===== src/rtl/osd_reg_pkg.sv =====
`default_nettype none

package osd_reg_pkg;

    // host bus widths
    localparam int ADDR_W = 8;
    localparam int DATA_W = 8;

    // character memory, 8 pages of 128 bytes
    localparam int RAM_ADDR_W = 10;

    // mode reconfiguration field
    localparam int RECONF_W = 7;

    ////////////////////////////////////////////////////////////////////////////
    // register map
    ////////////////////////////////////////////////////////////////////////////

    // below 0x80 is the OSD text window
    localparam logic [ADDR_W-1:0] ADDR_OSD_PAGE   = 8'h80;
    localparam logic [ADDR_W-1:0] ADDR_OSD_ENABLE = 8'h81;
    localparam logic [ADDR_W-1:0] ADDR_HIGHLIGHT  = 8'h82;
    localparam logic [ADDR_W-1:0] ADDR_RECONF     = 8'h83;
    localparam logic [ADDR_W-1:0] ADDR_VIDEO_GEN  = 8'h84;
    // controller buttons, two bytes
    localparam logic [ADDR_W-1:0] ADDR_CTRL_HI    = 8'h85;
    localparam logic [ADDR_W-1:0] ADDR_CTRL_LO    = 8'h86;
    localparam logic [ADDR_W-1:0] ADDR_LINE_FLAGS = 8'h87;
    // scanline fields
    localparam logic [ADDR_W-1:0] ADDR_SCAN_HI    = 8'h88;
    localparam logic [ADDR_W-1:0] ADDR_SCAN_LO    = 8'h89;
    localparam logic [ADDR_W-1:0] ADDR_CONF240P   = 8'h90;
    // status words, three bytes each, msb first
    localparam logic [ADDR_W-1:0] ADDR_PINOK0     = 8'hB0;
    localparam logic [ADDR_W-1:0] ADDR_TIMING0    = 8'hB3;
    localparam logic [ADDR_W-1:0] ADDR_RGB0       = 8'hB6;
    // write-only pulses and reset config
    localparam logic [ADDR_W-1:0] ADDR_RESET_DC   = 8'hF0;
    localparam logic [ADDR_W-1:0] ADDR_RESET_OPT  = 8'hF1;
    localparam logic [ADDR_W-1:0] ADDR_RESET_CONF = 8'hF2;

    // reset values
    localparam logic [DATA_W-1:0] HIGHLIGHT_RST      = 8'hFF;
    localparam logic [8:0]        SCAN_INTENSITY_RST = 9'h100;
    localparam logic [DATA_W-1:0] CONF240P_RST       = 8'd20;

    // bus bridge FSM
    typedef enum logic {
        IDLE = 1'b0,
        ACK  = 1'b1
    } bridge_state_e;

endpackage

`default_nettype wire

===== src/rtl/wb_reg_bridge.sv =====
`timescale 1ns/1ps
`default_nettype none

module wb_reg_bridge (
    input  logic                             clk,
    input  logic                             rst_n,
    input  logic                             cyc,
    input  logic                             stb,
    input  logic                             we,
    input  logic [osd_reg_pkg::ADDR_W-1:0]   adr,
    input  logic [osd_reg_pkg::DATA_W-1:0]   dat_w,
    input  logic [osd_reg_pkg::DATA_W-1:0]   rd_data,
    output logic                             ack,
    output logic [osd_reg_pkg::DATA_W-1:0]   dat_r,
    output logic [osd_reg_pkg::ADDR_W-1:0]   reg_addr,
    output logic [osd_reg_pkg::DATA_W-1:0]   reg_wdata,
    output logic                             wr_strobe,
    output logic                             rd_strobe
);

    osd_reg_pkg::bridge_state_e state;
    osd_reg_pkg::bridge_state_e state_next;
    logic req;

    // new request only while idle
    assign req = cyc && stb && (state == osd_reg_pkg::IDLE);

    // address and data go straight through
    assign reg_addr  = adr;
    assign reg_wdata = dat_w;

    // one-cycle strobes on the accepting edge
    assign wr_strobe = req && we;
    assign rd_strobe = req && !we;

    always_comb begin
        state_next = state;
        case (state)
            osd_reg_pkg::IDLE: begin
                if (cyc && stb) begin
                    state_next = osd_reg_pkg::ACK;
                end
            end
            // ack lasts one cycle, back to idle
            osd_reg_pkg::ACK: begin
                state_next = osd_reg_pkg::IDLE;
            end
            default: begin
                state_next = osd_reg_pkg::IDLE;
            end
        endcase
    end

    always_ff @(posedge clk) begin
        if (!rst_n) begin
            state <= osd_reg_pkg::IDLE;
        end else begin
            state <= state_next;
        end
    end

    // ack is the state flop itself
    assign ack = (state == osd_reg_pkg::ACK);

    // read data captured by the register file on the request edge
    assign dat_r = ack ? rd_data : '0;

endmodule

`default_nettype wire


===== config.mk =====
export PLATFORM = sky130hd
export DESIGN_NAME = wb_reg_bridge
export DESIGN_NICKNAME = d
export VERILOG_FILES = /design/src/rtl/osd_reg_pkg.sv /design/src/rtl/wb_reg_bridge.sv
export SDC_FILE = /design/constraint.sdc
export NUM_CORES = 1
export LEC_CHECK = 0
export BUFFER_PORTS_ARGS = -buffer_cell sky130_fd_sc_hd__buf_2
export CAP_MARGIN = 40
export CELL_PAD_IN_SITES_DETAIL_PLACEMENT = 1
export CELL_PAD_IN_SITES_GLOBAL_PLACEMENT = 1
export CORE_MARGIN = 3
export CORE_UTILIZATION = 11
export CTS_CLUSTER_SIZE = 24
export DETAILED_ROUTE_END_ITERATION = 6
export GPL_TIMING_DRIVEN = 0
export PLACE_DENSITY = 0.86
export SLEW_MARGIN = 25
export SYNTH_ARGS = -nofsm -noshare
export SYNTH_HDL_FRONTEND = slang
export SYNTH_SLANG_ARGS = --single-unit

===== constraint.sdc =====
create_clock -name clk -period 1 [get_ports clk]
set_clock_uncertainty 0.2 [all_clocks]
set_input_delay 0 -clock clk [delete_from_list [all_inputs] [get_ports clk]]
set_output_delay 0 -clock clk [all_outputs]
set_load 0.1 [all_outputs]

# After elaboration in Yosys (flattened, before gate mapping)
# Cells that the tools add are included.
# classes
n_mux	3
n_bitwise	1
n_reduce_logical	5
# ops
op	count
$mux W8	1
$logic_and A1 B1 Y1	4
$pmux W1 S2	1
$logic_not A1 Y1	1
$mux W1	1
$not A1 Y1	1
# word_totals
register_bits	1
in_bits	29
out_inout_bits	27
wordCells	10

# Logic depth before layout (Yosys ltp)
# Gate-level depths: netlist (run 1).
# logic_depth
word_depth	3
mapped_depth	2

# Least setup slack after synthesis (run 1)
# No wires, ideal clock.
# synth_path
path_kind	reg2out
startpoint	register state (netlist: ack)
endpoint	output dat_r[4] in the netlist's numbering
t_arrival_ns	1.915
t_required_ns	0.800
path_slack_ns	-1.115
stages_incl_launch_ff	3
path_buffers	1
cell_sequence	dfxtp_1 -> buf_6 -> and2_1
# synth_via
elab_chain_cells	1
# synth_rtl
item	line	rtl
from (decl)	wb_reg_bridge.sv:21	osd_reg_pkg::bridge_state_e state;
from (signal assigned)	wb_reg_bridge.sv:56	state <= osd_reg_pkg::IDLE;
from (signal assigned)	wb_reg_bridge.sv:58	state <= state_next;
$mux W8	wb_reg_bridge.sv:66	assign dat_r = ack ? rd_data : '0;
to (decl)	wb_reg_bridge.sv:14	output logic [osd_reg_pkg::DATA_W-1:0] dat_r,
# No other way between the ends.

# Worst setup path after layout (run 1)
# layout_path
startpoint	register state (netlist: ack)
endpoint	output wr_strobe
# layout_via
elab_chain_cells	3
# layout_rtl
item	line	rtl
$not A1 Y1	n/a	
$logic_and A1 B1 Y1	wb_reg_bridge.sv:26	assign req = cyc && stb && (state == osd_reg_pkg::IDLE);
$logic_and A1 B1 Y1	wb_reg_bridge.sv:33	assign wr_strobe = req && we;
to (decl)	wb_reg_bridge.sv:17	output logic wr_strobe,
# No other way between the ends.

==> impl_metrics.py, run 1 <==
metrics = {
    "outcome": {
        "status": "finished with violations",
        "violations": "setup timing",
    },
    "cells_and_area": {
        "final_core_util_pct": 33.3,
        "largest_register_ffs": 1,
        "instances_no_fill": 98,
        "n_antenna_cell": 0,
        "final_layout_size_suffix_gt1_share_pct": 98.6,
        "final_area_um2": 673,
        "finalNetCount": 102,
        "area_delta_synth_final_pct": 179,
    },
    "timing": {
        "fin_ws_ps": -129,
        "rsz0062_at_grt": "yes",
        "period_share_pct": 113,
        "maxSlewViolCount": 0,
        "relSlewSlack_pct": 67.3,
        "setup-violations-final": 11,
        "fin_hold_ws_ps": 82.6,
        "fmax_ghz": 0.886,
        "hold_viol": 0,
        "period_needed_ps": 1130,
        "tns_ps": -795,
        "tightestPinTransition_ps": 494,
    },
    "setup_path": {
        "required_ps": 800,
        "crit_arrival_ps": 930,
        "startpoint_type": "register",
        "end_kind": "output port",
        "worstSetupPathType": "register to output port",
        "path_max_fanout": 3,
    },
    "power": {
        "peakVddDrop_uv": 321,
        "p_leak_nw": 0.356,
        "p_int_mw": 0.191,
        "power_frac_comb_pct": 92.8,
        "power.total_mw": 0.590,
        "pwr-share-seq_pct": 7.2,
        "powerDensity_nw_per_um2": 876,
        "p_switching_mw": 0.399,
        "switching_share_pct": 67.6,
        "pwr-share-clk_pct": 0,
    },
    "place": {
        "dp.cells": 95,
        "postPlaceCellArea_um2": 494,
        "place.gp.congestion": 0.592,
        "port_buffers": 39,
        "place_ws_ps": -383,
        "dpl.hpwl_um": 898,
    },
    "route": {
        "ant_nets": 0,
        "routed_wirelength_mm": 1.12,
        "via_count": 352,
        "drtIter0Drc": 0,
        "drc": 0,
        "viasPerCell": 3.59,
        "wl_per_cell_um": 11.4,
        "drt_pass1_iterations": 1,
    },
    "clock_network": {
        "clk_latency_ps": 0,
        "path_clk_slew_ps": 0,
        "hold_buffers": 0,
    },
    "synth": {
        "synthCells": 29,
        "ys_types": 7,
        "yosys_warnings": 0,
        "syn_avg_cell_area_um2": 8.33,
        "synth-seq-area-share_pct": 8.29,
        "syn_nets": 58,
        "syn_area_um2": 241,
        "synth-seq-cells": 1,
    },
    "die": {
        "start_util_pct": 11.9,
        "core_um2": 2020,
        "dieArea_um2": 2790,
        "die_x_um": 52.9,
        "die_h_um": 52.9,
        "ios": 56,
        "row_count": 16,
    },
    "flow_run": {
        "cap_violations": 0,
    },
    "global_route": {
        "overflow": 0,
        "grt_pass1_vias": 348,
        "antenna_found_initial": 0,
        "grt_usage_pct": 7.29,
        "grt_max_degree": 6,
        "grt_pass1_wl_mm": 1.52,
    },
    "min_path": {
        "min_path_type": "input port to register",
    },
}
## power groups by stage
stage	Clock [mW]	Sequential (mW)	Combinational (mW)
floorplan	0	0.0542	0.415
global placement	0	0.0422	0.491
detailed placement	0	0.0425	0.496
CTS	0	0.0428	0.536
global route	0	0.0426	0.564
finish	0	0.0424	0.547
## area by class of cell
class | count | area [um^2]
Buffer | 17 | 131
Fill cell | 241 | 1350
Multi-Input combinational cell | 11 | 110
Sequential cell | 1 | 23.8
Tap cell | 27 | 33.8
Timing Repair Buffer | 42 | 374
## metal layers
layer | vias up | track usage [%] | routed length, um
met5 | - | 0 | 0
met4 | 0 | 0 | 0
met3 | 0 | 1.41 | 177
met2 | 34 | 16.9 | 635
met1 | 156 | 6.34 | 309
li1 | 162 | - | -
## layout by cell type, fill, tap and decap left out, drive strengths merged
cell type and count:
buf 58, and2 8, and4b 2, and4bb 1, dfxtp 1, clkbuf 1
## critical path: stages, from the launching register on
cell	delay (ps)
dfxtp_4	330
buf_6	110
and4b_4	320
buf_12	170
## path summary, 6_finish.rpt
kind / to / start / slack (ps) / cells past startpoint
worst max register to register: ack / ack / -60 / 3
worst min register to register: ack / ack / 570 / 3
worst min-delay path: ack / rst_n / 80 / 2
worst max-delay path: wr_strobe / ack / -130 / 3
## cells by family after synthesis
logic type,after synthesis,share of synthesized area [%]
flops,1,8.29
simple gates,11,37.3
buf+inv,17,54.4
## timing repair
action                                  CTS  global route
cloned                                    1             0
pin swaps                                 0             1
buffers inserted                          0             2
endpoints found under the setup margin   10            11
resized for setup                        36             7
## cells in the mapped netlist
master    count  area share, %
and4bb_2      1            5.2
buf_4        16             50
dfxtp_1       1            8.3
and2_2        6             19
buf_6         1            4.7
and4b_1       2            8.3
and2_1        2            5.2
No activity file was read; power rests on OpenSTA's default activity.
==> run 2: changes to the inputs <==
CORE_UTILIZATION = 10   (was 11)
PLACE_DENSITY = unset   (was 0.86)
PLACE_DENSITY_LB_ADDON = 0.1   (was unset)
clock period = 0.98 ns   (was 1 ns; I/O delays follow)
==> run 2 against run 1 <==
Effect of this change:
- cell area increased by 0.93%
- worst setup slack got worse by 29 ps
- routed wire length decreased by 13%
- highest routed layer unchanged
- via count decreased by 1.7%
- final cell count increased by 2.0%
- power increased by 1.9%
- register-to-register slack got worse by 30 ps
- critical endpoint unchanged
- sequential power increased by 2%
- utilization decreased by 3.2 points
- the run still ends with setup timing left
- global-route usage decreased by 2.3 points
==> impl_metrics.py, run 2 (synthesis results as in run 1) <==
metrics = {
    "outcome": {
        "status": "finished with violations",
        "violations": "setup timing",
    },
    "route": {
        "viasPerCell": 3.46,
        "via_count": 346,
        "drc": 0,
        "routed_wirelength_um": 970,
        "drtIter0Drc": 0,
        "wl_per_cell_um": 9.70,
        "ant_nets": 0,
        "drt_pass1_iterations": 1,
    },
    "timing": {
        "period_needed_ps": 1140,
        "fmax_ghz": 0.879,
        "maxSlewViolCount": 0,
        "setup-violations-final": 11,
        "hold_viol": 0,
        "period_share_pct": 116,
        "relSlewSlack_pct": 67.7,
        "tightestPinTransition_ps": 488,
        "fin_hold_ws_ps": 91.3,
        "rsz0062_at_grt": "yes",
        "fin_ws_ps": -157,
    },
    "power": {
        "powerDensity_nw_per_um2": 884,
        "p_leak_nw": 0.362,
        "peakVddDrop_uv": 317,
    },
    "min_path": {
        "min_path_type": "input port to register",
    },
    "die": {
        "dieArea_um2": 3040,
        "core_um2": 2250,
        "row_count": 17,
        "die_h_um": 55.1,
        "ios": 56,
        "start_util_pct": 10.7,
        "die_x_um": 55.1,
    },
    "cells_and_area": {
        "final_cell_mix": "29 x buf_2, 19 x buf_4, 10 x buf_12",
        "final_core_util_pct": 30.1,
        "final_area_um2": 679,
        "largest_register_ffs": 1,
        "fillers": 278,
        "final_common_cell": "buf_2",
        "final_layout_size_suffix_gt1_share_pct": 98.6,
        "area_delta_synth_final_pct": 181,
        "n_antenna_cell": 0,
        "finalNetCount": 103,
    },
    "place": {
        "place_ws_ps": -399,
        "port_buffers": 39,
        "place.gp.congestion": 0.580,
        "postPlaceCellArea_um2": 495,
    },
    "clock_network": {
        "hold_buffers": 0,
        "path_clk_slew_ps": 0,
        "clk_latency_ps": 0,
    },
    "setup_path": {
        "path_max_fanout": 4,
        "required_ps": 780,
        "startpoint_type": "register",
        "end_kind": "output port",
        "worstSetupPathType": "register to output port",
        "crit_arrival_ps": 940,
    },
    "flow_run": {
        "cap_violations": 0,
    },
    "global_route": {
        "grt_usage_pct": 4.99,
        "grt_max_degree": 6,
        "overflow": 0,
        "antenna_found_initial": 0,
        "grt_pass1_vias": 267,
        "grt_pass1_wl_mm": 1.12,
    },
}
run 2: cell count changes in the layout (fill, tap and decap cells not counted):
| cell | change |
|---|---|
| buf_4 | +1 |
| buf_2 | +1 |
| clkbuf_4 | -1 |
run 2: what timing repair did:
action | in CTS | in global routing
setup endpoints to repair | 10 | 7
gates cloned | 1 | 0
gates resized for setup | 40 | 2
pin swaps | 0 | 1
setup buffers | 0 | 3
run 2: layer usage:
layer	wire length (um)	part of all wire [%]	vias up	GRT usage, %
met2	541	56	34	11.2
met1	257	26	149	4.94
met5	0	0	-	0
li1	-	-	163	-
met3	171	18	0	0.536
met4	0	0	0	0
run 2: critical path, stage by stage (launching register included):
cell	delay [ps]
dfxtp_4	330
buf_6	110
and4b_4	320
buf_12	170
run 2: report_power, final:
group	internal, mW	switching, mW	total (mW)	leakage (nW)
Combinational	0.154	0.404	0.557	0.353
Clock	0	0	0	0
Sequential	0.0417	0.00162	0.0434	0.00891
run 2: through the flow:
stage | setup TNS (ps) | cells | power [mW]
after CTS | -407 | 97 | 0.594
after global routing | -1220 | 100 | 0.620
final | -958 | 100 | 0.601
after floorplan | -2660 | 29 | 0.479
after detailed placement | -2400 | 96 | 0.547
after global placement | -2480 | 96 | 0.546
run 2: final cells by class:
type                       count  area (um^2)  share of cell area [%]
tap                           28         35.0                    5.16
timing repair buffer          43          379                    55.8
sequential                     1         23.8                    3.50
buffer                        17          131                    19.3
multi-input combinational     11          110                    16.2
run 2: path summary, 6_finish.rpt:
kind	start	endpoint	slack [ps]	cells after the start
worst max-delay path	ack	wr_strobe	-160	3
worst min-delay path	rst_n	ack	90	2
worst max register to register	ack	ack	-90	3
worst min register to register	ack	ack	570	3
