**src/rtl/video_mode_pkg.sv**
```systemverilog
`default_nettype none

package video_mode_pkg;

    // output modes; 240P variants sit at 4..7, same order as the direct modes
    typedef enum logic [3:0] {
        MODE_1080P      = 4'd0,
        MODE_960P       = 4'd1,
        MODE_480P       = 4'd2,
        MODE_VGA        = 4'd3,
        MODE_240P_1080P = 4'd4,
        MODE_240P_960P  = 4'd5,
        MODE_240P_480P  = 4'd6,
        MODE_240P_VGA   = 4'd7,
        MODE_480I       = 4'd8,
        MODE_576I       = 4'd9
    } video_mode_e;

    // timing word widths
    localparam int H_ACTIVE_W = 12;
    localparam int V_ACTIVE_W = 11;

    ////////////////////////////////////////////////////////////////////////////
    // active area per output resolution
    ////////////////////////////////////////////////////////////////////////////

    localparam logic [H_ACTIVE_W-1:0] H_1080P = 12'd1920;
    localparam logic [V_ACTIVE_W-1:0] V_1080P = 11'd1080;
    localparam logic [H_ACTIVE_W-1:0] H_960P  = 12'd1280;
    localparam logic [V_ACTIVE_W-1:0] V_960P  = 11'd960;
    localparam logic [H_ACTIVE_W-1:0] H_480P  = 12'd720;
    localparam logic [V_ACTIVE_W-1:0] V_480P  = 11'd480;
    localparam logic [H_ACTIVE_W-1:0] H_VGA   = 12'd640;
    localparam logic [V_ACTIVE_W-1:0] V_VGA   = 11'd480;
    // interlaced, full frame height
    localparam logic [H_ACTIVE_W-1:0] H_480I  = 12'd720;
    localparam logic [V_ACTIVE_W-1:0] V_480I  = 11'd480;
    localparam logic [H_ACTIVE_W-1:0] H_576I  = 12'd720;
    localparam logic [V_ACTIVE_W-1:0] V_576I  = 11'd576;

    // reconfiguration code groups
    // 0x0x and 0x1x pick by the low two bits, 0x2x and 0x4x ignore them
    localparam logic [6:0] CODE_GRP_480P = 7'h00;
    localparam logic [6:0] CODE_GRP_240P = 7'h10;
    localparam logic [6:0] CODE_GRP_480I = 7'h20;
    localparam logic [6:0] CODE_GRP_576I = 7'h40;

endpackage

`default_nettype wire

```
**src/rtl/osd_reg_pkg.sv**
```systemverilog
`default_nettype none

package osd_reg_pkg;

    // host bus widths
    localparam int ADDR_W = 8;
    localparam int DATA_W = 8;

    // character memory, 8 pages of 128 bytes
    localparam int RAM_ADDR_W = 10;

    // mode reconfiguration field
    localparam int RECONF_W = 7;

    ////////////////////////////////////////////////////////////////////////////
    // register map
    ////////////////////////////////////////////////////////////////////////////

    // below 0x80 is the OSD text window
    localparam logic [ADDR_W-1:0] ADDR_OSD_PAGE   = 8'h80;
    localparam logic [ADDR_W-1:0] ADDR_OSD_ENABLE = 8'h81;
    localparam logic [ADDR_W-1:0] ADDR_HIGHLIGHT  = 8'h82;
    localparam logic [ADDR_W-1:0] ADDR_RECONF     = 8'h83;
    localparam logic [ADDR_W-1:0] ADDR_VIDEO_GEN  = 8'h84;
    // controller buttons, two bytes
    localparam logic [ADDR_W-1:0] ADDR_CTRL_HI    = 8'h85;
    localparam logic [ADDR_W-1:0] ADDR_CTRL_LO    = 8'h86;
    localparam logic [ADDR_W-1:0] ADDR_LINE_FLAGS = 8'h87;
    // scanline fields
    localparam logic [ADDR_W-1:0] ADDR_SCAN_HI    = 8'h88;
    localparam logic [ADDR_W-1:0] ADDR_SCAN_LO    = 8'h89;
    localparam logic [ADDR_W-1:0] ADDR_CONF240P   = 8'h90;
    // status words, three bytes each, msb first
    localparam logic [ADDR_W-1:0] ADDR_PINOK0     = 8'hB0;
    localparam logic [ADDR_W-1:0] ADDR_TIMING0    = 8'hB3;
    localparam logic [ADDR_W-1:0] ADDR_RGB0       = 8'hB6;
    // write-only pulses and reset config
    localparam logic [ADDR_W-1:0] ADDR_RESET_DC   = 8'hF0;
    localparam logic [ADDR_W-1:0] ADDR_RESET_OPT  = 8'hF1;
    localparam logic [ADDR_W-1:0] ADDR_RESET_CONF = 8'hF2;

    // reset values
    localparam logic [DATA_W-1:0] HIGHLIGHT_RST      = 8'hFF;
    localparam logic [8:0]        SCAN_INTENSITY_RST = 9'h100;
    localparam logic [DATA_W-1:0] CONF240P_RST       = 8'd20;

    // bus bridge FSM
    typedef enum logic {
        IDLE = 1'b0,
        ACK  = 1'b1
    } bridge_state_e;

endpackage

`default_nettype wire
```
**src/rtl/video_mode_table.sv**
```systemverilog
`timescale 1ns/1ps
`default_nettype none

module video_mode_table (
    input  logic                                    clk,
    input  logic                                    rst_n,
    input  logic [osd_reg_pkg::RECONF_W-1:0]        reconf_code,
    input  logic                                    reconf_load,
    output video_mode_pkg::video_mode_e             video_mode,
    output logic [video_mode_pkg::H_ACTIVE_W-1:0]   h_active,
    output logic [video_mode_pkg::V_ACTIVE_W-1:0]   v_active,
    output logic                                    line_double
);

    video_mode_pkg::video_mode_e              next_mode;
    logic                                     code_hit;
    logic [video_mode_pkg::H_ACTIVE_W-1:0]    next_h;
    logic [video_mode_pkg::V_ACTIVE_W-1:0]    next_v;

    // group match
    always_comb begin
        next_mode = video_mode;
        code_hit  = 1'b1;
        if (reconf_code[6:2] == video_mode_pkg::CODE_GRP_480P[6:2]) begin
            // low bits index 1080p, 960p, 480p, vga
            next_mode = video_mode_pkg::video_mode_e'({2'b00, reconf_code[1:0]});
        end else if (reconf_code[6:2] == video_mode_pkg::CODE_GRP_240P[6:2]) begin
            next_mode = video_mode_pkg::video_mode_e'({2'b01, reconf_code[1:0]});
        end else if (reconf_code[6:4] == video_mode_pkg::CODE_GRP_480I[6:4]) begin
            next_mode = video_mode_pkg::MODE_480I;
        end else if (reconf_code[6:4] == video_mode_pkg::CODE_GRP_576I[6:4]) begin
            next_mode = video_mode_pkg::MODE_576I;
        end else begin
            // unknown code, keep the current mode
            code_hit = 1'b0;
        end
    end

    // timing lookup, 240p variants scale to the same output area
    always_comb begin
        case (next_mode)
            video_mode_pkg::MODE_960P, video_mode_pkg::MODE_240P_960P: begin
                next_h = video_mode_pkg::H_960P;
                next_v = video_mode_pkg::V_960P;
            end
            video_mode_pkg::MODE_480P, video_mode_pkg::MODE_240P_480P: begin
                next_h = video_mode_pkg::H_480P;
                next_v = video_mode_pkg::V_480P;
            end
            video_mode_pkg::MODE_VGA, video_mode_pkg::MODE_240P_VGA: begin
                next_h = video_mode_pkg::H_VGA;
                next_v = video_mode_pkg::V_VGA;
            end
            video_mode_pkg::MODE_480I: begin
                next_h = video_mode_pkg::H_480I;
                next_v = video_mode_pkg::V_480I;
            end
            video_mode_pkg::MODE_576I: begin
                next_h = video_mode_pkg::H_576I;
                next_v = video_mode_pkg::V_576I;
            end
            default: begin
                next_h = video_mode_pkg::H_1080P;
                next_v = video_mode_pkg::V_1080P;
            end
        endcase
    end

    always_ff @(posedge clk) begin
        if (!rst_n) begin
            video_mode  <= video_mode_pkg::MODE_1080P;
            h_active    <= video_mode_pkg::H_1080P;
            v_active    <= video_mode_pkg::V_1080P;
            line_double <= 1'b0;
        end else if (reconf_load && code_hit) begin
            video_mode  <= next_mode;
            h_active    <= next_h;
            v_active    <= next_v;
            // 240p family sits at 4..7
            line_double <= (next_mode[3:2] == 2'b01);
        end
    end

endmodule

`default_nettype wire

```
**config.mk**
```make
export PLATFORM = sky130hd
export DESIGN_NAME = video_mode_table
export DESIGN_NICKNAME = d
export VERILOG_FILES = /design/src/rtl/video_mode_pkg.sv /design/src/rtl/osd_reg_pkg.sv /design/src/rtl/video_mode_table.sv
export SDC_FILE = /design/constraint.sdc
export NUM_CORES = 1
export LEC_CHECK = 0
export ABC_CLOCK_PERIOD_IN_PS = 1900
export BUFFER_PORTS_ARGS = -buffer_cell sky130_fd_sc_hd__buf_2
export CAP_MARGIN = 20
export CORE_ASPECT_RATIO = 0.9
export CORE_MARGIN = 8
export CORE_UTILIZATION = 45
export DETAILED_ROUTE_END_ITERATION = 10
export PLACE_DENSITY = 0.83
export SETUP_SLACK_MARGIN = 0.02
export SYNTH_ARGS = -nofsm -noshare
export SYNTH_HDL_FRONTEND = slang
export SYNTH_SLANG_ARGS = --single-unit
```
**constraint.sdc**
```tcl
create_clock -name clk -period 1.9 [get_ports clk]
set_input_delay 0.38 -clock clk [delete_from_list [all_inputs] [get_ports clk]]
set_output_delay 0.38 -clock clk [all_outputs]
set_load 0.02 [all_outputs]
```
# --- Word-level counts from Yosys, hierarchy flattened ---
# Memories as Yosys holds them, arrays and structs flattened. A register that Yosys moved wholly into a read port is not among the register bits.
# Index checks and enable logic that the tools add are counted.
classes:
  eq_ne: 4
  mux: 8
  reduce_logical: 3
ops:
  columns: ["op", "count"]
  rows:
  - ["$mux 4", 4]
  - ["$eq 5x3->1 const B", 1]
  - ["$logic_not 5->1", 1]
  - ["$mux 1", 4]
  - ["$eq 3x2->1 const B", 1]
  - ["$eq 3x3->1 const B", 1]
  - ["$eq 2x1->1 const B", 1]
  - ["$logic_and 1x1->1", 1]
  - ["$logic_not 1->1", 1]
totals:
  ff_bits: 28
  romBits: 224
  output_inout_bits: 28
  n_memories: 1
memory_table:
  columns: ["name", "words", "word_bits", "rd", "rd_clocked_by_memory_dff", "write_ports", "line", "source"]
  rows:
  - ["(name not given)", 16, 14, 1, 1, 0, "video_mode_table.sv:41", "case (next_mode)"]

# --- Depth between registers and ports, before layout ---
# Gate-level depths: netlist (run 1).
logic_depth:
  depth_word: 6
  ltp_mapped: 7
  mapped_depth_nobuf: 5

# --- Worst setup path after synthesis (run 1) ---
# OpenSTA, ideal clock, no wires.
synth_timing:
  path_kind: "input to register"
  start: "in reconf_code[6] in the netlist's numbering"
  end: "reg v_active[8] in the netlist's numbering"
  t_arrival_ns: 1.635
  t_required_ns: 1.775
  setup_slack_ns: 0.140
  stages: 7
  path_buffers: 2
  path_cell_list: "buf_6 > or4_4 > o21ai_2 > nand2_2 > buf_6 > nor4b_4 > a211oi_2"
synth_between:
  elab_chain_cells: 6
synth_lines:
  columns: ["element", "line", "source"]
  rows:
  - ["from (decl)", "video_mode_table.sv:7", "input logic [osd_reg_pkg::RECONF_W-1:0] reconf_code,"]
  - ["$eq 3x3->1", "video_mode_table.sv:31", "end else if (reconf_code[6:4] == video_mode_pkg::CODE_GRP_576I[6:4]) begin"]
  - ["$mux 1", "video_mode_table.sv:31", null]
  - ["$mux 1", "video_mode_table.sv:29", "end else if (reconf_code[6:4] == video_mode_pkg::CODE_GRP_480I[6:4]) begin"]
  - ["$mux 1", "video_mode_table.sv:27", "end else if (reconf_code[6:2] == video_mode_pkg::CODE_GRP_240P[6:2]) begin"]
  - ["$mux 1", "video_mode_table.sv:24", "if (reconf_code[6:2] == video_mode_pkg::CODE_GRP_480P[6:2]) begin"]
  - ["$logic_and 1x1->1", "video_mode_table.sv:75", "end else if (reconf_load && code_hit) begin"]
  - ["to (decl)", "video_mode_table.sv:11", "output logic [video_mode_pkg::V_ACTIVE_W-1:0] v_active,"]
# Several ways; a longest one is shown, not always the timed one.
# A chain may end at the register's enable or synchronous reset.

# --- Worst setup path after layout (run 1) ---
layout_timing:
  start: "in reconf_code[5] in the netlist's numbering"
  end: "reg v_active[8] in the netlist's numbering"
# Same word-level chain as after synthesis.

==> results of run 1 <==
-- final timing paths --
| kind | startpoint | to | cells past startpoint |
|---|---|---|---|
| worst max-delay path | reconf_code[5] | v_active[8]$_SDFFE_PN0P_ | 7 |
| worst max register to register | video_mode[3]$_SDFFE_PN0P_ | v_active[8]$_SDFFE_PN0P_ | 5 |
| worst min register to register | line_double$_SDFFE_PN0P_ | line_double$_SDFFE_PN0P_ | 1 |
| worst min-delay path | reconf_load | video_mode[1]$_SDFFE_PN0P_ | 2 |
-- synthesized netlist by cell type, types with 2 or more instances --
| library cell | n | share of area [%] |
|---|---|---|
| sky130_fd_sc_hd__o21ai_0 | 6 | 3.7 |
| sky130_fd_sc_hd__or2_2 | 3 | 2.3 |
| sky130_fd_sc_hd__o21a_1 | 7 | 6.5 |
| sky130_fd_sc_hd__a21oi_1 | 3 | 1.9 |
| sky130_fd_sc_hd__o21ai_1 | 2 | 1.2 |
| sky130_fd_sc_hd__dfxtp_1 | 13 | 32 |
| sky130_fd_sc_hd__nor2_1 | 6 | 2.8 |
| sky130_fd_sc_hd__nand2_1 | 4 | 1.9 |
| sky130_fd_sc_hd__nand2b_1 | 2 | 1.5 |
| sky130_fd_sc_hd__buf_6 | 2 | 2.8 |
| sky130_fd_sc_hd__buf_4 | 16 | 15 |
| sky130_fd_sc_hd__and2_0 | 2 | 1.5 |
| sky130_fd_sc_hd__a21boi_0 | 2 | 1.9 |
-- power breakdown --
group          internal (mW)  switching [mW]
Combinational         0.0648           0.108
Clock                 0.0814          0.0882
Sequential             0.287          0.0106
-- state kept, by name, summed over array words and instances (netlist names) --
| name | flops |
|---|---|
| video_mode | 4 |
| line_double | 1 |
| h_active | 3 |
| v_active | 5 |
-- cells by family (layout without fill, tap and decap cells) --
group	count (synthesis)	in the layout	synth area share (%)
flip-flops	13	13	32.2
AND/OR/NAND/NOR	27	27	21.1
buffers and inverters	20	38	18.6
AO/OA/AOI/OAI	31	31	26.6
XOR/XNOR	1	1	1.08
other	1	9	0.464
-- routing by layer --
metal | vias up | share of wire [%] | wire, microns | track usage, %
met5 | - | 0 | 0 | 0
met4 | 0 | 0 | 0 | 0.997
met3 | 0 | 10 | 172 | 5.54
met2 | 22 | 47 | 788 | 16.9
met1 | 293 | 43 | 732 | 11.7
li1 | 352 | - | - | -
-- per-stage QoR --
step	hold WS [ps]	power, mW	util, %	instance area [sq um]	setup slack [ps]
after global placement	446	0.475	53.5	900	38.6
final	324	0.641	55.1	926	282
after global routing	315	0.682	55.1	926	206
after CTS	324	0.646	55.1	926	303
after floorplan	481	0.450	-	838	140
after detailed placement	469	0.478	53.5	900	16.3
-- final cells by class --
class                           count  area [sq um]
Inverter                            1          3.75
Clock buffer                        4          26.3
Timing Repair Buffer               33           178
Sequential cell                    13           260
Tap cell                           24          30.0
Fill cell                         169           756
Multi-Input combinational cell     68           428
==> load_flow_metrics.sql, run 1 <==
INSERT INTO impl_metrics (metric_group, metric, value, unit) VALUES
('cells_and_area', 'finish.cell_count_without_fillers', '143', ''),
('run', 'max_cap_viol_count', '0', ''),
('cells_and_area', 'area_delta_synth_final', '14.6', '%'),
('route', 'initialDrtViolationCount', '17', ''),
('cells_and_area', 'num-nets-final', '130', ''),
('placement', 'place_congestion', '0.827', ''),
('cts', 'numCtsBuffers', '3', ''),
('floorplanning', 'ios', '38', ''),
('placement', 'dp_hpwl', '1.40', 'mm'),
('logic_synthesis', 'post_synth.cell_area_avg', '8.69', 'sq um'),
('cts', 'cts_resized', '0', ''),
('setup_path', 'worstPathMaxFanout', '7', ''),
('route', 'postRouteAntennaNets', '0', ''),
('global_route', 'vias_in_the_first_global_route', '629', ''),
('cts', 'ctsHtreeMaxLevel', '1', ''),
('placement', 'io_buffers', '28', ''),
('floorplanning', 'placementRows', '14', ''),
('global_route', 'grt_max_degree', '13', ''),
('logic_synthesis', 'post_synth_arst_share', '0', '%'),
('floorplanning', 'core_area', '1680', 'sq um'),
('floorplanning', 'initial_core_utilization', '48.1', '%'),
('sta', 'report.final.setup_viol', '0', ''),
('cts', 'clock_sink_count', '13', ''),
('power_and_ir_drop', 'peakVddDrop', '0.519', 'mV'),
('logic_synthesis', 'synth_sequential_area_ratio', '32.2', '%'),
('logic_synthesis', 'syn-cell-area', '808', 'sq um'),
('route', 'drc', '0', ''),
('cts', 'clock_tree.buffer_depth', '2', ''),
('route', 'wl_per_cell', '11.8', 'microns'),
('setup_path', 'cp-start-kind', 'primary input', ''),
('logic_synthesis', 'synth_enable_flop_cells', '0', ''),
('sta', 'min_cycle_time_layout', '1620', 'ps'),
('cts', 'ctsHoldBuffers', '0', ''),
('global_route', 'antenna_found_initial', '0', ''),
('power_and_ir_drop', 'static-leakage-power', '0.418', 'nW'),
('setup_path', 'r2r_slack', '540', 'ps'),
('cells_and_area', 'layout_cell_share_with_drive_strength_beyond_1', '39.5', '%'),
('placement', 'dpl.cell_count', '139', ''),
('global_route', 'grt_use_total', '10.3', '%'),
('logic_synthesis', 'yosys_warnings', '0', ''),
('global_route', 'global_route.overflow_total', '0', ''),
('cts', 'insertion_delay', '270', 'ps'),
('setup_path', 'timing.critical_path.slowest_cell_delay', '550', 'ps'),
('cts', 'cts_clock_pin_slew_for_the_worst_setup_and_hold_paths', '80', 'ps'),
('setup_path', 'worstPathArrival', '1810', 'ps'),
('sta', 'max_clock_freq', '618', 'MHz'),
('sta', 'slew_viol_final', '0', ''),
('power_and_ir_drop', 'pwr_density_cell', '692', 'nW/um^2'),
('logic_synthesis', 'gate_count_post_synth', '93', ''),
('setup_path', 'cp_cell_sequence', 'buf_2 > or4_4 > o21ai_2 > and2_1 > buf_4 > o21ai_0 > a211oi_2', ''),
('setup_path', 'critical-path-top-delay-family', 'simple AND/OR/NAND/NOR gates', ''),
('sta', 'number_of_hold_violations_in_the_final_report', '0', ''),
('setup_path', 'critical_path.n_buffers_inverters', '2', ''),
('floorplanning', 'die-height', '56.2', 'microns'),
('status', 'run_status', 'finished clean', ''),
('route', 'route.vias.total', '667', ''),
('setup_path', 'cp-end-kind', 'flop', ''),
('sta', 'min_period_over_period', '85.1', '%'),
('cells_and_area', 'antennaDiodeCount', '0', ''),
('sta', 'finClkSkew', '5.89', 'ps'),
('sta', 'grt_setup_unrepaired', 'no', ''),
('logic_synthesis', 'ys_dominant_reg_cell', 'sky130_fd_sc_hd__dfxtp_1', ''),
('route', 'totalWireLength', '1.69', 'mm'),
('setup_path', 'worst_ep_required_time', '2090', 'ps'),
('logic_synthesis', 'synth-seq-cells', '13', ''),
('setup_path', 'crit_type', 'primary input to flop', ''),
('cts', 'root_buffer', 'sky130_fd_sc_hd__clkbuf_4', ''),
('route', 'drt-pass1-iter-count', '4', ''),
('cells_and_area', 'layout_commonest_cell', 'sky130_fd_sc_hd__buf_2', ''),
('floorplanning', 'die_w', '60.7', 'microns'),
('setup_path', 'timing.critical_path.slowest_stage_cell', 'sky130_fd_sc_hd__or4_4', ''),
('floorplanning', 'die_area', '3410', 'sq um'),
('hold_path', 'hp-class', 'primary input to flop', ''),
('sta', 'setup_total_negative_slack', '0', 'ps'),
('route', 'detail_route.vias_per_cell', '4.66', ''),
('cells_and_area', 'layout.cells.most_common_list', 'sky130_fd_sc_hd__buf_2 (28), sky130_fd_sc_hd__dfxtp_1 (13), sky130_fd_sc_hd__conb_1 (9)', ''),
('logic_synthesis', 'synth.lib_cells_used.distinct', '38', ''),
('global_route', 'grt_first_pass_wirelength', '2.75', 'mm'),
('cts', 'postCtsSetupBuffers', '0', ''),
('cts', 'tritoncts', 'done', '');
(Power assumes the default switching activity.)
==> run 2: changes to the inputs <==
Settings changed: CELL_PAD_IN_SITES_DETAIL_PLACEMENT from default to 0, CELL_PAD_IN_SITES_GLOBAL_PLACEMENT from default to 1, CORE_UTILIZATION 45 to 32, PLACE_DENSITY 0.83 to 0.9.
==> run 2 against run 1 <==
Cell area up 1.4%. Global-route usage down 2.0 points. Clock skew down 0.95 ps. Count of clock-buffer cells in the layout unchanged. Critical path type unchanged. Critical endpoint is now video_mode[0]$_SDFFE_PN0P_. Largest power group unchanged.
==> load_flow_metrics.sql, run 2 (synthesized netlist as in run 1, its figures left out) <==
INSERT INTO impl_metrics (metric_group, metric, value, unit) VALUES
('setup_path', 'timing.critical_path.slowest_stage_cell', 'sky130_fd_sc_hd__or4_4', ''),
('cells_and_area', 'sequential_cell_area', '260', 'sq um'),
('status', 'run_status', 'finished clean', ''),
('cts', 'ctsHoldBuffers', '0', ''),
('hold_path', 'hp-class', 'primary input to flop', ''),
('cells_and_area', 'antennaDiodeCount', '0', ''),
('route', 'drc', '0', ''),
('cts', 'insertion_delay', '270', 'ps'),
('sta', 'slew_viol_final', '0', ''),
('global_route', 'grt_first_pass_wirelength', '2.83', 'mm'),
('setup_path', 'worst_ep_required_time', '2100', 'ps'),
('power_and_ir_drop', 'peakVddDrop', '0.364', 'mV'),
('setup_path', 'cp_cell_sequence', 'buf_2 > or4_4 > o21ai_2 > nand2_2 > or2_2 > a21boi_1', ''),
('cts', 'clock_sink_count', '13', ''),
('cts', 'root_buffer', 'sky130_fd_sc_hd__clkbuf_4', ''),
('cells_and_area', 'layout.cells.most_common_list', 'sky130_fd_sc_hd__buf_2 (28), sky130_fd_sc_hd__dfxtp_1 (13), sky130_fd_sc_hd__conb_1 (9)', ''),
('sta', 'grt_setup_unrepaired', 'no', ''),
('floorplanning', 'die_w', '69.0', 'microns'),
('global_route', 'grt_use_total', '8.27', '%'),
('setup_path', 'worstPathArrival', '1830', 'ps'),
('global_route', 'vias_in_the_first_global_route', '665', ''),
('cts', 'cts_clock_pin_slew_for_the_worst_setup_and_hold_paths', '80', 'ps'),
('sta', 'min_period_over_period', '85.6', '%'),
('floorplanning', 'initial_core_utilization', '33.3', '%'),
('cells_and_area', 'layout.filler_cells', '264', ''),
('power_and_ir_drop', 'static-leakage-power', '0.422', 'nW'),
('cells_and_area', 'multi_input_logic_area', '428', 'sq um'),
('cells_and_area', 'number_of_flip_flops_in_the_largest_register', '5', ''),
('cts', 'numCtsBuffers', '3', ''),
('cells_and_area', 'num-nets-final', '131', ''),
('cells_and_area', 'layout_commonest_cell', 'sky130_fd_sc_hd__buf_2', ''),
('power_and_ir_drop', 'pwr_density_cell', '685', 'nW/um^2'),
('sta', 'setup_total_negative_slack', '0', 'ps'),
('setup_path', 'crit_type', 'primary input to flop', ''),
('setup_path', 'timing.critical_path.slowest_cell_delay', '540', 'ps'),
('route', 'detail_route.vias_per_cell', '4.76', ''),
('setup_path', 'worstPathMaxFanout', '11', ''),
('route', 'initialDrtViolationCount', '25', ''),
('cts', 'ctsHtreeMaxLevel', '1', ''),
('global_route', 'global_route.overflow_total', '0', ''),
('cts', 'postCtsSetupBuffers', '0', ''),
('cells_and_area', 'layout_cell_share_with_drive_strength_beyond_1', '40.0', '%'),
('power_and_ir_drop', 'power.clock.fraction', '26.3', '%'),
('route', 'drt-pass1-iter-count', '4', ''),
('setup_path', 'critical-path-top-delay-family', 'simple AND/OR/NAND/NOR gates', ''),
('sta', 'finClkSkew', '4.94', 'ps'),
('floorplanning', 'die-height', '63.7', 'microns'),
('cells_and_area', 'area_delta_synth_final', '16.1', '%'),
('cts', 'tritoncts', 'done', ''),
('power_and_ir_drop', 'p_sw', '0.208', 'mW'),
('power_and_ir_drop', 'seq_power_share', '46.4', '%'),
('cells_and_area', 'layout.core_utilization', '38.7', '%'),
('power_and_ir_drop', 'internal_dissipation', '0.435', 'mW'),
('floorplanning', 'ios', '38', ''),
('power_and_ir_drop', 'design_power_total', '0.643', 'mW'),
('power_and_ir_drop', 'sw_frac_of_total', '32.4', '%'),
('floorplanning', 'die_area', '4390', 'sq um'),
('sta', 'max_clock_freq', '615', 'MHz'),
('cts', 'clock_tree.buffer_depth', '2', ''),
('sta', 'report.final.setup_viol', '0', ''),
('setup_path', 'cp-end-kind', 'flop', ''),
('setup_path', 'critical_path.n_buffers_inverters', '1', ''),
('placement', 'place_area', '912', 'sq um'),
('placement', 'place_congestion', '0.756', ''),
('floorplanning', 'placementRows', '17', ''),
('global_route', 'grt_max_degree', '13', ''),
('power_and_ir_drop', 'power.combinational.fraction', '27.3', '%'),
('setup_path', 'cp-start-kind', 'primary input', ''),
('sta', 'number_of_hold_violations_in_the_final_report', '0', ''),
('sta', 'min_cycle_time_layout', '1630', 'ps'),
('cts', 'cts_resized', '0', ''),
('global_route', 'antenna_found_initial', '0', ''),
('route', 'wl_per_cell', '12.4', 'microns'),
('placement', 'dp_hpwl', '1.50', 'mm'),
('placement', 'io_buffers', '28', ''),
('route', 'totalWireLength', '1.83', 'mm'),
('cells_and_area', 'largestRegisters', 'v_active (5), video_mode (4), h_active (3)', ''),
('cells_and_area', 'registers.top_by_ff_count', 'v_active', ''),
('floorplanning', 'core_area', '2420', 'sq um'),
('cells_and_area', 'fin_area', '938', 'sq um'),
('run', 'max_cap_viol_count', '0', ''),
('route', 'postRouteAntennaNets', '0', ''),
('route', 'route.vias.total', '704', '');
## run 2: changes by cell type in the layout (fill, tap and decap cells not counted), sizes merged
cell	before	now
buf	33	34
## run 2: per-stage QoR
| step | hold slack [ps] | setup WS, ps | instances |
|---|---|---|---|
| after floorplan | 481 | 140 | 101 |
| after global placement | 447 | 24.9 | 144 |
| after detailed placement | 456 | 3.74 | 144 |
| after CTS | 332 | 286 | 148 |
| after global routing | 349 | 200 | 148 |
| final | 342 | 274 | 148 |
## run 2: final cells by class
| cell class | instances | area share (%) |
|---|---|---|
| clock buffers | 4 | 2.80 |
| repair buffers | 34 | 19.7 |
| flip-flops and latches | 13 | 27.7 |
| inverters | 1 | 0.400 |
| multi-input cells | 68 | 45.6 |
| well taps | 28 | 3.73 |
## run 2: power groups by stage
stage | registers, mW | logic (mW) | clock network [mW]
2_1_floorplan | 0.323 | 0.128 | 0
3_3_place_gp | 0.305 | 0.173 | 0
3_5_place_dp | 0.305 | 0.175 | 0
4_1_cts | 0.299 | 0.176 | 0.180
5_1_grt | 0.302 | 0.190 | 0.191
6_report | 0.299 | 0.175 | 0.169
## run 2: final timing paths
| check | depth (start not counted) | end | slack [ps] | start |
|---|---|---|---|---|
| worst max-delay path | 6 | video_mode[0]$_SDFFE_PN0P_ | 270 | reconf_code[5] |
| worst min-delay path | 2 | video_mode[1]$_SDFFE_PN0P_ | 340 | reconf_load |
| worst max register to register | 5 | video_mode[0]$_SDFFE_PN0P_ | 560 | video_mode[0]$_SDFFE_PN0P_ |
| worst min register to register | 1 | line_double$_SDFFE_PN0P_ | 470 | line_double$_SDFFE_PN0P_ |
## run 2: worst reg2reg max path: cells and delay by family, from the launching register on
kind | cells | cell delay (ps)
DFF | 1 | 380
AOI/OAI and AO/OA | 3 | 440
and+or+nand+nor | 2 | 450
## run 2: layer usage
layer  up-vias  track usage, %  routed length [microns]  share of wire [%]
met1       319            9.34                      817                 45
met2        28            12.8                      798                 44
li1        353               -                        -                  -
met4         0            3.01                       23                1.3
met3         4            4.24                      192                 10
met5         -               0                        0                  0
